**config.mk**
```make
export PLATFORM = sky130hd
export DESIGN_NAME = ins_decoder
export DESIGN_NICKNAME = d
export VERILOG_FILES = /design/src/hw/rv32_decode_pkg.sv /design/src/hw/instr_class_decoder.sv /design/src/hw/alu_op_decoder.sv /design/src/hw/mem_access_decoder.sv /design/src/hw/ins_decoder.sv
export SDC_FILE = /design/constraint.sdc
export NUM_CORES = 1
export LEC_CHECK = 0
export ABC_AREA = 1
export BUFFER_PORTS_ARGS = -buffer_cell sky130_fd_sc_hd__buf_2
export CAP_MARGIN = 20
export CORE_MARGIN = 4
export CORE_UTILIZATION = 41
export DETAILED_ROUTE_END_ITERATION = 10
export GPL_TIMING_DRIVEN = 0
export PLACE_DENSITY = 0.94
export SYNTH_ARGS = -nofsm -noshare
export SYNTH_HDL_FRONTEND = slang
export SYNTH_SLANG_ARGS = --single-unit
```
**constraint.sdc**
```tcl
create_clock -name vclk -period 1.4
set_input_delay 0.07 -clock vclk [all_inputs]
set_output_delay 0.07 -clock vclk [all_outputs]
set_load 0.05 [all_outputs]
```
**src/hw/rv32_decode_pkg.sv**
```systemverilog
package rv32_decode_pkg;

    localparam int xlen       = 32;
    localparam int reg_addr_w = 5;

    ////////////////////////////////////////////////////////////
    // Base opcodes
    ////////////////////////////////////////////////////////////

    localparam logic [6:0] opc_lui    = 7'b0110111;
    localparam logic [6:0] opc_auipc  = 7'b0010111;
    localparam logic [6:0] opc_jal    = 7'b1101111;
    localparam logic [6:0] opc_jalr   = 7'b1100111;
    localparam logic [6:0] opc_branch = 7'b1100011;
    localparam logic [6:0] opc_load   = 7'b0000011;
    localparam logic [6:0] opc_store  = 7'b0100011;
    localparam logic [6:0] opc_op_imm = 7'b0010011;
    localparam logic [6:0] opc_op     = 7'b0110011;

    // ALU funct3
    localparam logic [2:0] f3_add_sub = 3'b000;
    localparam logic [2:0] f3_sll     = 3'b001;
    localparam logic [2:0] f3_slt     = 3'b010;
    localparam logic [2:0] f3_sltu    = 3'b011;
    localparam logic [2:0] f3_xor     = 3'b100;
    localparam logic [2:0] f3_srl_sra = 3'b101;
    localparam logic [2:0] f3_or      = 3'b110;
    localparam logic [2:0] f3_and     = 3'b111;

    // Branch funct3
    localparam logic [2:0] f3_beq  = 3'b000;
    localparam logic [2:0] f3_bne  = 3'b001;
    localparam logic [2:0] f3_blt  = 3'b100;
    localparam logic [2:0] f3_bge  = 3'b101;
    localparam logic [2:0] f3_bltu = 3'b110;
    localparam logic [2:0] f3_bgeu = 3'b111;

    // Load and store funct3
    localparam logic [2:0] f3_lb  = 3'b000;
    localparam logic [2:0] f3_lh  = 3'b001;
    localparam logic [2:0] f3_lw  = 3'b010;
    localparam logic [2:0] f3_lbu = 3'b100;
    localparam logic [2:0] f3_lhu = 3'b101;
    localparam logic [2:0] f3_sb  = 3'b000;
    localparam logic [2:0] f3_sh  = 3'b001;
    localparam logic [2:0] f3_sw  = 3'b010;

    localparam logic [6:0] f7_base = 7'b0000000;
    localparam logic [6:0] f7_alt  = 7'b0100000;

    ////////////////////////////////////////////////////////////
    // Encoded control fields
    ////////////////////////////////////////////////////////////

    typedef enum logic [2:0] {
        fmt_r  = 3'd0,
        fmt_i  = 3'd1,
        fmt_s  = 3'd2,
        fmt_u  = 3'd3,
        fmt_sb = 3'd4,
        fmt_uj = 3'd5
    } imm_format_t;

    // Codes 14 and 15 are left free
    typedef enum logic [4:0] {
        alu_nop  = 5'd0,  alu_add  = 5'd1,  alu_sub  = 5'd2,  alu_sll  = 5'd3,
        alu_slt  = 5'd4,  alu_sltu = 5'd5,  alu_xor  = 5'd6,  alu_srl  = 5'd7,
        alu_sra  = 5'd8,  alu_or   = 5'd9,  alu_and  = 5'd10, alu_slli = 5'd11,
        alu_srli = 5'd12, alu_srai = 5'd13, alu_jal  = 5'd16, alu_jalr = 5'd17,
        alu_beq  = 5'd18, alu_bne  = 5'd19, alu_blt  = 5'd20, alu_bge  = 5'd21,
        alu_bltu = 5'd22, alu_bgeu = 5'd23
    } alu_op_t;

    typedef enum logic [2:0] {
        ld_none = 3'd0,
        ld_b_s  = 3'd2,
        ld_b_u  = 3'd3,
        ld_h_s  = 3'd4,
        ld_h_u  = 3'd5,
        ld_w    = 3'd6
    } load_kind_t;

    typedef enum logic [1:0] {
        st_none = 2'd0,
        st_b    = 2'd1,
        st_h    = 2'd2,
        st_w    = 2'd3
    } store_kind_t;

    typedef enum logic [3:0] {
        cls_lui, cls_auipc, cls_jal, cls_jalr, cls_branch,
        cls_load, cls_store, cls_op_imm, cls_op, cls_illegal
    } instr_class_t;

    ////////////////////////////////////////////////////////////
    // Instruction word and control word
    ////////////////////////////////////////////////////////////

    typedef struct packed {
        logic [6:0]            funct7;
        logic [reg_addr_w-1:0] rs2;
        logic [reg_addr_w-1:0] rs1;
        logic [2:0]            funct3;
        logic [reg_addr_w-1:0] rd;
        logic [6:0]            opcode;
    } instr_r_t;

    // Bits 24..20 carry the shift amount in immediate shifts
    typedef struct packed {
        logic [6:0]            funct7;
        logic [reg_addr_w-1:0] shamt;
        logic [reg_addr_w-1:0] rs1;
        logic [2:0]            funct3;
        logic [reg_addr_w-1:0] rd;
        logic [6:0]            opcode;
    } instr_sh_t;

    typedef union packed {
        instr_r_t  r;
        instr_sh_t sh;
    } instr_u;

    typedef struct packed {
        imm_format_t           imm_format;
        logic [reg_addr_w-1:0] rs1_addr;
        logic [reg_addr_w-1:0] rs2_addr;
        logic [reg_addr_w-1:0] rd_addr;
        logic [reg_addr_w-1:0] shift_amount;
        alu_op_t               alu_op;
        logic                  alu_in1_sel;
        logic                  alu_in2_sel;
        load_kind_t            load_kind;
        store_kind_t           store_kind;
        logic                  wb_sel;
        logic                  rd_we;
    } ctrl_t;

endpackage

```
**src/hw/instr_class_decoder.sv**
```systemverilog
`timescale 1ns/10ps

module instr_class_decoder import rv32_decode_pkg::*; (
    input  instr_u                instr,
    output instr_class_t          cls,
    output imm_format_t           imm_format,
    output logic [reg_addr_w-1:0] rs1_addr,
    output logic [reg_addr_w-1:0] rs2_addr,
    output logic [reg_addr_w-1:0] rd_addr,
    output logic                  alu_in1_sel,
    output logic                  alu_in2_sel,
    output logic                  wb_sel,
    output logic                  rd_we
);

    // Only place in the design where the opcode is tested
    always_comb
    begin
        case (instr.r.opcode)
            opc_lui:    cls = cls_lui;
            opc_auipc:  cls = cls_auipc;
            opc_jal:    cls = cls_jal;
            opc_jalr:   cls = cls_jalr;
            opc_branch: cls = cls_branch;
            opc_load:   cls = cls_load;
            opc_store:  cls = cls_store;
            opc_op_imm: cls = cls_op_imm;
            opc_op:     cls = cls_op;
            default:    cls = cls_illegal;
        endcase
    end

    ////////////////////////////////////////////////////////////
    // Format, register fields and selects per class
    ////////////////////////////////////////////////////////////

    always_comb
    begin
        imm_format  = fmt_r;
        rs1_addr    = '0;
        rs2_addr    = '0;
        rd_addr     = '0;
        alu_in1_sel = 1'b0;
        alu_in2_sel = 1'b0;
        wb_sel      = 1'b0;
        rd_we       = 1'b0;

        // Unused register fields stay at zero
        if (cls inside {cls_jalr, cls_branch, cls_load, cls_store, cls_op_imm, cls_op})
            rs1_addr = instr.r.rs1;
        if (cls inside {cls_branch, cls_store, cls_op})
            rs2_addr = instr.r.rs2;
        if (!(cls inside {cls_branch, cls_store, cls_illegal}))
        begin
            rd_addr = instr.r.rd;
            rd_we   = 1'b1;
        end

        case (cls)
            cls_lui:
            begin
                imm_format  = fmt_u;
                alu_in2_sel = 1'b1;
            end
            cls_auipc:
            begin
                imm_format  = fmt_u;
                alu_in1_sel = 1'b1;
                alu_in2_sel = 1'b1;
            end
            cls_jal:    imm_format = fmt_uj;
            cls_jalr:   imm_format = fmt_i;
            cls_branch: imm_format = fmt_sb;
            cls_load:
            begin
                imm_format  = fmt_i;
                alu_in2_sel = 1'b1;
                wb_sel      = 1'b1;
            end
            cls_store:
            begin
                imm_format  = fmt_s;
                alu_in2_sel = 1'b1;
            end
            cls_op_imm:
            begin
                imm_format  = fmt_i;
                alu_in2_sel = 1'b1;
            end
            default:    imm_format = fmt_r;
        endcase
    end

endmodule

```
**src/hw/alu_op_decoder.sv**
```systemverilog
`timescale 1ns/10ps

module alu_op_decoder import rv32_decode_pkg::*; (
    input  instr_class_t          cls,
    input  instr_u                instr,
    output alu_op_t               alu_op,
    output logic [reg_addr_w-1:0] shift_amount
);

    always_comb
    begin
        alu_op = alu_nop;
        case (cls)
            cls_lui, cls_auipc, cls_load, cls_store:
                alu_op = alu_add;
            cls_jal:  alu_op = alu_jal;
            cls_jalr: alu_op = alu_jalr;
            cls_branch:
            begin
                case (instr.r.funct3)
                    f3_beq:  alu_op = alu_beq;
                    f3_bne:  alu_op = alu_bne;
                    f3_blt:  alu_op = alu_blt;
                    f3_bge:  alu_op = alu_bge;
                    f3_bltu: alu_op = alu_bltu;
                    f3_bgeu: alu_op = alu_bgeu;
                    default: alu_op = alu_nop;
                endcase
            end
            cls_op:
            begin
                case (instr.r.funct3)
                    f3_add_sub:
                    begin
                        if (instr.r.funct7 == f7_base)
                            alu_op = alu_add;
                        else if (instr.r.funct7 == f7_alt)
                            alu_op = alu_sub;
                    end
                    f3_sll:  alu_op = alu_sll;
                    f3_slt:  alu_op = alu_slt;
                    f3_sltu: alu_op = alu_sltu;
                    f3_xor:  alu_op = alu_xor;
                    f3_srl_sra:
                    begin
                        if (instr.r.funct7 == f7_base)
                            alu_op = alu_srl;
                        else if (instr.r.funct7 == f7_alt)
                            alu_op = alu_sra;
                    end
                    f3_or:   alu_op = alu_or;
                    default: alu_op = alu_and;
                endcase
            end
            cls_op_imm:
            begin
                // No sub form for immediates
                case (instr.r.funct3)
                    f3_add_sub: alu_op = alu_add;
                    f3_sll:     alu_op = alu_slli;
                    f3_slt:     alu_op = alu_slt;
                    f3_sltu:    alu_op = alu_sltu;
                    f3_xor:     alu_op = alu_xor;
                    f3_srl_sra:
                    begin
                        if (instr.sh.funct7 == f7_base)
                            alu_op = alu_srli;
                        else if (instr.sh.funct7 == f7_alt)
                            alu_op = alu_srai;
                    end
                    f3_or:      alu_op = alu_or;
                    default:    alu_op = alu_and;
                endcase
            end
            default:  alu_op = alu_nop;
        endcase
    end

    // Shamt only for the immediate shifts
    assign shift_amount = (alu_op inside {alu_slli, alu_srli, alu_srai}) ?
                          instr.sh.shamt : '0;

endmodule

```
**src/hw/mem_access_decoder.sv**
```systemverilog
`timescale 1ns/10ps

module mem_access_decoder import rv32_decode_pkg::*; (
    input  instr_class_t cls,
    input  logic [2:0]   funct3,
    output load_kind_t   load_kind,
    output store_kind_t  store_kind
);

    always_comb
    begin
        load_kind = ld_none;
        if (cls == cls_load)
        begin
            case (funct3)
                f3_lb:   load_kind = ld_b_s;
                f3_lh:   load_kind = ld_h_s;
                f3_lw:   load_kind = ld_w;
                f3_lbu:  load_kind = ld_b_u;
                f3_lhu:  load_kind = ld_h_u;
                default: load_kind = ld_none;
            endcase
        end
    end

    // Stores wider than a word do not exist in RV32
    always_comb
    begin
        store_kind = st_none;
        if (cls == cls_store)
        begin
            case (funct3)
                f3_sb:   store_kind = st_b;
                f3_sh:   store_kind = st_h;
                f3_sw:   store_kind = st_w;
                default: store_kind = st_none;
            endcase
        end
    end

endmodule

```
**src/hw/ins_decoder.sv**
```systemverilog
`timescale 1ns/10ps

module ins_decoder import rv32_decode_pkg::*; (
    input  instr_u instr,
    output ctrl_t  ctrl
);

    instr_class_t          cls;
    imm_format_t           imm_format;
    logic [reg_addr_w-1:0] rs1_addr;
    logic [reg_addr_w-1:0] rs2_addr;
    logic [reg_addr_w-1:0] rd_addr;
    logic [reg_addr_w-1:0] shift_amount;
    alu_op_t               alu_op;
    logic                  alu_in1_sel;
    logic                  alu_in2_sel;
    load_kind_t            load_kind;
    store_kind_t           store_kind;
    logic                  wb_sel;
    logic                  rd_we;

    ////////////////////////////////////////////////////////////
    // Decoders
    ////////////////////////////////////////////////////////////

    instr_class_decoder i_instr_class_decoder (
        .instr       (instr),
        .cls         (cls),
        .imm_format  (imm_format),
        .rs1_addr    (rs1_addr),
        .rs2_addr    (rs2_addr),
        .rd_addr     (rd_addr),
        .alu_in1_sel (alu_in1_sel),
        .alu_in2_sel (alu_in2_sel),
        .wb_sel      (wb_sel),
        .rd_we       (rd_we)
    );

    alu_op_decoder i_alu_op_decoder (
        .cls          (cls),
        .instr        (instr),
        .alu_op       (alu_op),
        .shift_amount (shift_amount)
    );

    mem_access_decoder i_mem_access_decoder (
        .cls        (cls),
        .funct3     (instr.r.funct3),
        .load_kind  (load_kind),
        .store_kind (store_kind)
    );

    assign ctrl = '{
        imm_format:   imm_format,
        rs1_addr:     rs1_addr,
        rs2_addr:     rs2_addr,
        rd_addr:      rd_addr,
        shift_amount: shift_amount,
        alu_op:       alu_op,
        alu_in1_sel:  alu_in1_sel,
        alu_in2_sel:  alu_in2_sel,
        load_kind:    load_kind,
        store_kind:   store_kind,
        wb_sel:       wb_sel,
        rd_we:        rd_we
    };

endmodule

```
==> results.md, run 1 <==
- Post-synth top area cell: nor2_1
- Routed wire length: between 4000 and 5000 um
- Cell area after layout: between 0.0015 and 0.002 sq mm
- Final setup viols: 19
- Seq/Total Area, Yosys: 0%
- Most frequent cells in the layout: buf_2, inv_1, nor2_1
- Final HPWL DP: ~2200 um
- Sequential fraction of design power: 0%
- Worst setup SP type: primary input
- Hold Path Class: primary input to output pin
- GP Congestion: approximately 0.94
- Post-DP Area: 0.001309 sq mm
- Layout area overhead: 105.8%
- DRT antenna net count: 0
- Die H: 52.74 um
- Worst Setup EP: ctrl[21]
- Fin cells: 262
- Pwr Density: 205.7 mW/mm^2
- Chip width: between 50 and 60 um
- Crit. End Element: output pin
- Switching pwr: 0.2210 mW
- Dominant cells by area after synthesis: nor2_1, nand2_1, inv_1
- Fmax: about 0.63 GHz
- Maximum capacitance violations: 0
- Clock Buffer Count: 0
- Period utilisation layout: 113.5%
- Routed WL per cell: 18.57 um
- Syn Area/Cell: a little over 5 sq um
- Yosys warns: 0
- Post-synthesis cell type count: 26
- Syn Nets: 194
- RSZ-0062 raised after global routing: yes
- Dpl cells: between 200 and 300
- Max Slew Vio Count: 0
- Die area: 0.002782 sq mm
- Initial DRT Pass Iterations: 5
- Final-stage net count: 271
- Post-Route Utilization: 93.75%
- First-pass GRT wire length: 4871 um
- Number of inserted diodes: 0
- Register area: 0 sq um
- Final worst slack: -0.1887 ns
- Largest net degree at the start of global routing: 10
- Number of global-route vias before repair: about 1,200
- Gate power share: between 90% and 100%
- Top Ports: 69
- Leak: roughly 0.93 nW
- Final hold slack: 0.4719 ns
- Placement Setup Slack: -0.2205 ns
- Total core area: 0.001802 sq mm
- Via count: 1,472
- Tot GR Track Use: about 22%
- Fin crit period: 1.589 ns
- Synthesized area: 820.8 sq um
- Failing checks: negative setup slack
- Area share of the largest cell type after synthesis: between 10% and 20%
- Fillcell total: 62
- # rows: 15
- DR DRC count: 0
- Initial cell density of the core: between 40% and 50%
- Measured slew at the worst slew-check pin: about 0.37 ns
- Gr ovfl total: 0
- First DRT Iteration DRCs: 80
- Clock power frac: 0%
- Status: complete, but fails checks
- Via/cell ratio: 5.618
- Hold buffers post-CTS: 0
- Pint: between 0.1 and 0.15 mW
- Crit path launch: instr[2]
- I/O Buffers: 67
- Worst Path Arrival: between 1.5 and 2 ns
- Setup Crit Path Kind: primary input to output pin
- Initial antenna violation count: 0
- Sw Ratio: between 60% and 70%
- Hold Vio Cnt, Final: 0
- Data required, critical path: around 1.3 ns
- Crit-path max FO: 8
- Share of layout cells above drive strength 1: around two thirds
- Gate Count Post-Synth: ~160
- Commonest non-fill, non-tap cell in the layout: buf_2
- Peak VDD IR: 0.1803 mV
- Number of flip-flops and latches: 0
- Rel. slew slack: 75.44%
## what timing repair did
item	in CTS	in global routing
endpoints found under the hold margin	0	0
buffers inserted	5	4
pin swaps	22	12
gates resized for setup	52	44
endpoints found under the setup margin	16	24
## worst min path at each step
stage	end	slack, ns	cells past startpoint	from
3_3_place_gp	ctrl[22]	0.50	4	instr[10]
3_5_place_dp	ctrl[30]	0.50	4	instr[16]
6_report	ctrl[30]	0.47	4	instr[16]
4_1_cts	ctrl[23]	0.49	4	instr[11]
2_1_floorplan	ctrl[14]	0.33	2	instr[20]
5_1_grt	ctrl[19]	0.49	4	instr[7]
## per-layer routing
layer / global-route usage [%] / part of all wire [%] / vias up
met5: 0 / 0 / -
met1: 22.54 / 34 / 660
met2: 48.97 / 51 / 132
li1: - / - / 647
met3: 0.5698 / 8.8 / 33
met4: 1.702 / 5.5 / 0
## cell type report
type / instances / area [sq um] / share of cell area (%)
multi-input combinational: 116 / 858.3 / 50.81
tap: 25 / 31.28 / 1.852
buffer: 6 / 52.55 / 3.111
inverter: 39 / 158.9 / 9.407
timing repair buffer: 76 / 588.1 / 34.81
## cell usage after synthesis, types with 2 or more instances
cell and n:
nor4_1 2, o21ai_0 5, nand4_2 2, nand3_1 8
nor2_4 3, nor3_1 3, inv_1 27, nand2_2 4
a21oi_1 4, inv_2 12, buf_4 6, nor2_1 32
nor2_2 12, nand3_2 2, nand2_1 29
## per-stage QoR
step,TNS [ns],power (mW)
2_1_floorplan,-1.224,0.1779
3_3_place_gp,-1.320,0.2521
3_5_place_dp,-1.773,0.2572
4_1_cts,-0.08112,0.2933
5_1_grt,-3.386,0.3681
6_report,-2.329,0.3475
## cell families after synthesis
family / share of synthesized area (%)
and+or+nand+nor: 66.16
AOI/OAI and AO/OA: 9.146
buffers and inverters: 24.69
## critical path, stage by stage
cell,delay (ns)
buf_8,0.10
nor2_4,0.15
nand2_8,0.11
nor2_4,0.22
inv_2,0.09
o2111ai_2,0.08
inv_2,0.10
nor2_2,0.13
inv_2,0.08
nor2_1,0.17
buf_6,0.19
## power groups by stage
stage                     Combinational (mW)  Clock, mW  Sequential [mW]
final                                  0.348          0                0
after global routing                   0.368          0                0
after CTS                              0.293          0                0
after detailed placement               0.257          0                0
after global placement                 0.252          0                0
after floorplan                        0.178          0                0
No activity file was read; power rests on OpenSTA's default activity.
==> run 2: changes to the inputs <==
- CORE_UTILIZATION: 41 -> 45
- SYNTH_HIERARCHICAL: default -> 1
==> run 2 against run 1 <==
Against the previous run: the flow now stops in global routing (5_1_grt); area after synthesis grew 30%; synthesized cell count increased by 34%.
==> results.md, run 2 <==
- Status: aborted with a tool error (was complete, but fails checks)
- Stopped at: global routing (5_1_grt)
- Log Error: [ERROR DPL-0038] Utilization greater than 100%, impossible to legalize
- Syn Area/Cell: 4.907 sq um (was 5.067 sq um)
- Area share of the largest cell type after synthesis: 18.33% (was 14.63%)
- Chip width: 56.65 um (was 52.74 um)
- Initial cell density of the core: 47.68% (was 45.56%)
- Die H: 56.65 um (was 52.74 um)
- Post-DP Area: 0.001573 sq mm (was 0.001309 sq mm)
- GP Congestion: 0.8890 (was 0.9431)
- Post-synth top area cell: inv_1 (was nor2_1)
- Worst ep type: primary output
- Yosys warns: 6 (was 0)
- Post-synthesis cell type count: 23 (was 26)
- Synthesized area: 0.001065 sq mm (was 820.8 sq um)
- I/O Buffers: 69 (was 67)
- Most frequent cells after synthesis: inv_1, nand2_1, nor2_1 (was nor2_1, nand2_1, inv_1)
- Seq/Total Area, Yosys: 0% (unchanged)
- Final HPWL DP: 2518 um (was 2208 um)
- Top Ports: 69 (unchanged)
- # rows: 17 (was 15)
- Largest net degree at the start of global routing: 10
- Worst EP post-GRT repair: ctrl[16]
- Gate Count Post-Synth: 217 (was 162)
- Syn Nets: 249 (was 194)
- Dominant cells by area after synthesis: inv_1, nand2_1, nor2_1 (was nor2_1, nand2_1, inv_1)
- Dpl cells: 314 (was 254)
- Most common cell in the netlist: inv_1 (was nor2_1)
run 2: cell count changes after synthesis, sizes merged:
cell,change
inv,+22
nor4,-3
nor2,+8
buf,-2
a21oi,+1
o2111ai,-1
nand3,+11
nand2,+20
nand4,-2
o21ai,+4
nor3,-3
run 2: kinds of logic after synthesis:
| logic type | after synthesis | share of synthesized area [%] |
|---|---|---|
| and+or+nand+nor | 134 | 64.04 |
| buffers and inverters | 66 | 25.62 |
| AOI/OAI and AO/OA | 17 | 10.34 |
run 2: what timing repair did:
action | CTS
pin swaps | 20
hold buffers | 0
resized for setup | 73
endpoints found under the setup margin | 15
buffers inserted | 18
run 2: metrics by stage:
| step | worst slack [ns] | hold slack, ns |
|---|---|---|
| after floorplan | -0.5191 | 0.2914 |
| after global placement | -0.8044 | 0.5003 |
| after detailed placement | -0.8108 | 0.5061 |
| after CTS | -0.5323 | 0.5069 |
==> run 3: changes to the inputs <==
- CORE_AREA: default -> 4 4 65 67
- CORE_MARGIN: 4 -> default
- CORE_UTILIZATION: 45 -> default
- DIE_AREA: default -> 0 0 69 71
- PLACE_DENSITY: 0.94 -> default
- PLACE_DENSITY_LB_ADDON: default -> 0.15
==> run 3 against run 2 <==
Against the previous run: the flow now finishes, with violations (negative setup slack); area after synthesis did not move; synthesized cell count did not move.
==> results.md, run 3 <==
- Initial antenna violation count: 0
- Syn Area/Cell: 4.907 sq um (unchanged)
- Met2 Use GR: a little under a quarter
- Rel. slew slack: 71.04%
- Failing checks: negative setup slack
- Syn Nets: 249 (unchanged)
- Die H: 71 um (was 56.65 um)
- Top Ports: 69 (unchanged)
- Slowest cell on crit path: nor2_4
- DRT antenna net count: 0
- Die area: ~0.0049 sq mm
- Peak VDD IR: about 0.11 mV
- Fmax: 0.4943 GHz
- Hold Vio Cnt, Final: 0
- First-pass GRT wire length: 5685 um
- Seq/Total Area, Yosys: 0% (unchanged)
- RSZ-0062 raised after global routing: yes
- Tot GR Track Use: 12.75%
- Gate power share: 100.0%
- Status: complete, but fails checks (was aborted with a tool error)
- Pwr Density: 175.5 mW/mm^2
- Final-stage net count: around 350
- Leak: 1.189 nW
- Yosys warns: 6 (unchanged)
- Top delay family on crit path: simple AND/OR/NAND/NOR gates
- # rows: 22 (was 17)
- Number of flip-flops and latches: 0
- Layout area overhead: 96.94%
- Number of global-route vias before repair: 1,442
- Synthesized area: 0.001065 sq mm (unchanged)
- Worst Path Buf+Inv: 4
- GP Congestion: 0.8048 (was 0.8890)
- M3 GR Usage: 1.278%
- Chip width: 69 um (was 56.65 um)
- Commonest non-fill, non-tap cell in the layout: buf_2
- Worst Path Arrival: 1.95 ns
- Final hold slack: 0.4856 ns
- Final setup viols: 16
- Cell area after layout: 0.002097 sq mm
- Total Power: 0.3681 mW
- Area share of the largest cell type after synthesis: 18.33% (unchanged)
- Clock power frac: 0%
- Post-synthesis cell type count: 23 (unchanged)
- Hold Path Class: primary input to output pin
- Period utilisation layout: 144.5%
- Data required, critical path: 1.33 ns
- Clock Buffer Count: 0
- Via/cell ratio: 4.190
- CP Cell Sequence: buf_6 -> nor2_4 -> nand2_8 -> nor2_4 -> nor2_2 -> nand2_4 -> nand2_4 -> nor2_4 -> inv_2 -> nor2_4 -> buf_4 -> a21oi_2 -> nand2_2 -> nand2_2 -> nand2_2 -> nand2_4 -> nor2_4 -> buf_8
- Switching pwr: 0.2273 mW
- Total core area: 0.003633 sq mm
- DR DRC count: 0
- Routed WL per cell: 9.460 um
- Routed wire length: 3434 um
- Final worst slack: -0.6232 ns
- Dominant cells by area after synthesis: inv_1, nand2_1, nor2_1 (unchanged)
- Via count: ~1,500
- Max Slew Vio Count: 0
- I/O Buffers: 69 (unchanged)
- Setup Crit Path Kind: primary input to output pin
- Sequential fraction of design power: 0%
- Hold buffers post-CTS: 0 (unchanged)
- Most frequent cells in the layout: buf_2, inv_1, nand2_1
- Post-synth top area cell: inv_1 (unchanged)
- Gr ovfl total: 0
- Initial cell density of the core: 29.30% (was 47.68%)
- CP most frequent cell: nor2_4
- Most frequent cells after synthesis: inv_1, nand2_1, nor2_1 (unchanged)
- Gate Count Post-Synth: 217 (unchanged)
- Most common cell in the netlist: inv_1 (unchanged)
- Number of inserted diodes: 0
- Pint: about 0.14 mW
- Maximum capacitance violations: 0
- Register area: 0 sq um
- Gr busiest metal: met2
- Post-DP Area: 0.001598 sq mm (was 0.001573 sq mm)
- Crit. End Element: output pin
- Max stage delay on crit path: 0.16 ns
- Measured slew at the worst slew-check pin: 0.4326 ns
- Initial DRT Pass Iterations: 4
- Largest net degree at the start of global routing: 10
- Crit-path max FO: 6
- Fin crit period: between 2 and 2.5 ns
- Sw Ratio: 61.76%
- Worst setup SP type: primary input
- Share of layout cells above drive strength 1: 60.00%
- Global Route met1 Usage: 17.21%
- Final HPWL DP: 2522 um (was 2518 um)
- First DRT Iteration DRCs: 44
==> run 3: final timing paths <==
kind | from | endpoint | slack [ns] | cells after the start
worst min-delay path | instr[8] | ctrl[20] | 0.49 | 4
worst max-delay path | instr[3] | ctrl[16] | -0.62 | 18
==> run 3: repair_timing <==
action	in CTS	in global routing
endpoints found under the setup margin	15	18
pin swaps	19	11
endpoints found under the hold margin	0	0
gates resized for setup	52	36
buffers inserted	19	10
==> run 3: cell type report <==
cell class                 instances  area, sq um
inverter                          61        242.7
buffer                             5        41.29
fill                             347         1536
multi-input combinational        151         1020
timing repair buffer              98        733.2
tap                               48        60.06
==> run 3: power by group through the flow <==
stage / Clock, mW / Combinational (mW) / Sequential, mW
after floorplan: 0 / 0.202 / 0
after global placement: 0 / 0.301 / 0
after detailed placement: 0 / 0.302 / 0
after CTS: 0 / 0.330 / 0
after global routing: 0 / 0.406 / 0
final: 0 / 0.368 / 0
==> run 3: per-stage QoR <==
step	cells	utilization (%)	setup TNS [ns]	setup WS, ns
detailed placement	334	43.97	-7.159	-0.7945
CTS	353	52.34	-5.230	-0.5390
floorplan	217	-	-2.900	-0.5191
global route	363	57.71	-7.763	-0.7495
finish	363	57.71	-6.170	-0.6232
global placement	334	43.97	-7.379	-0.8083
==> run 3: cells by family after synthesis <==
group                  share of synthesized area [%]
AOI/OAI and AO/OA                              10.34
and+or+nand+nor                                64.04
buffers and inverters                          25.62
==> run 3: routing by layer <==
layer / share of wire [%] / wire [um]
met1: 45 / 1549
met2: 49 / 1679
met3: 6.0 / 206
met4: 0 / 0
met5: 0 / 0
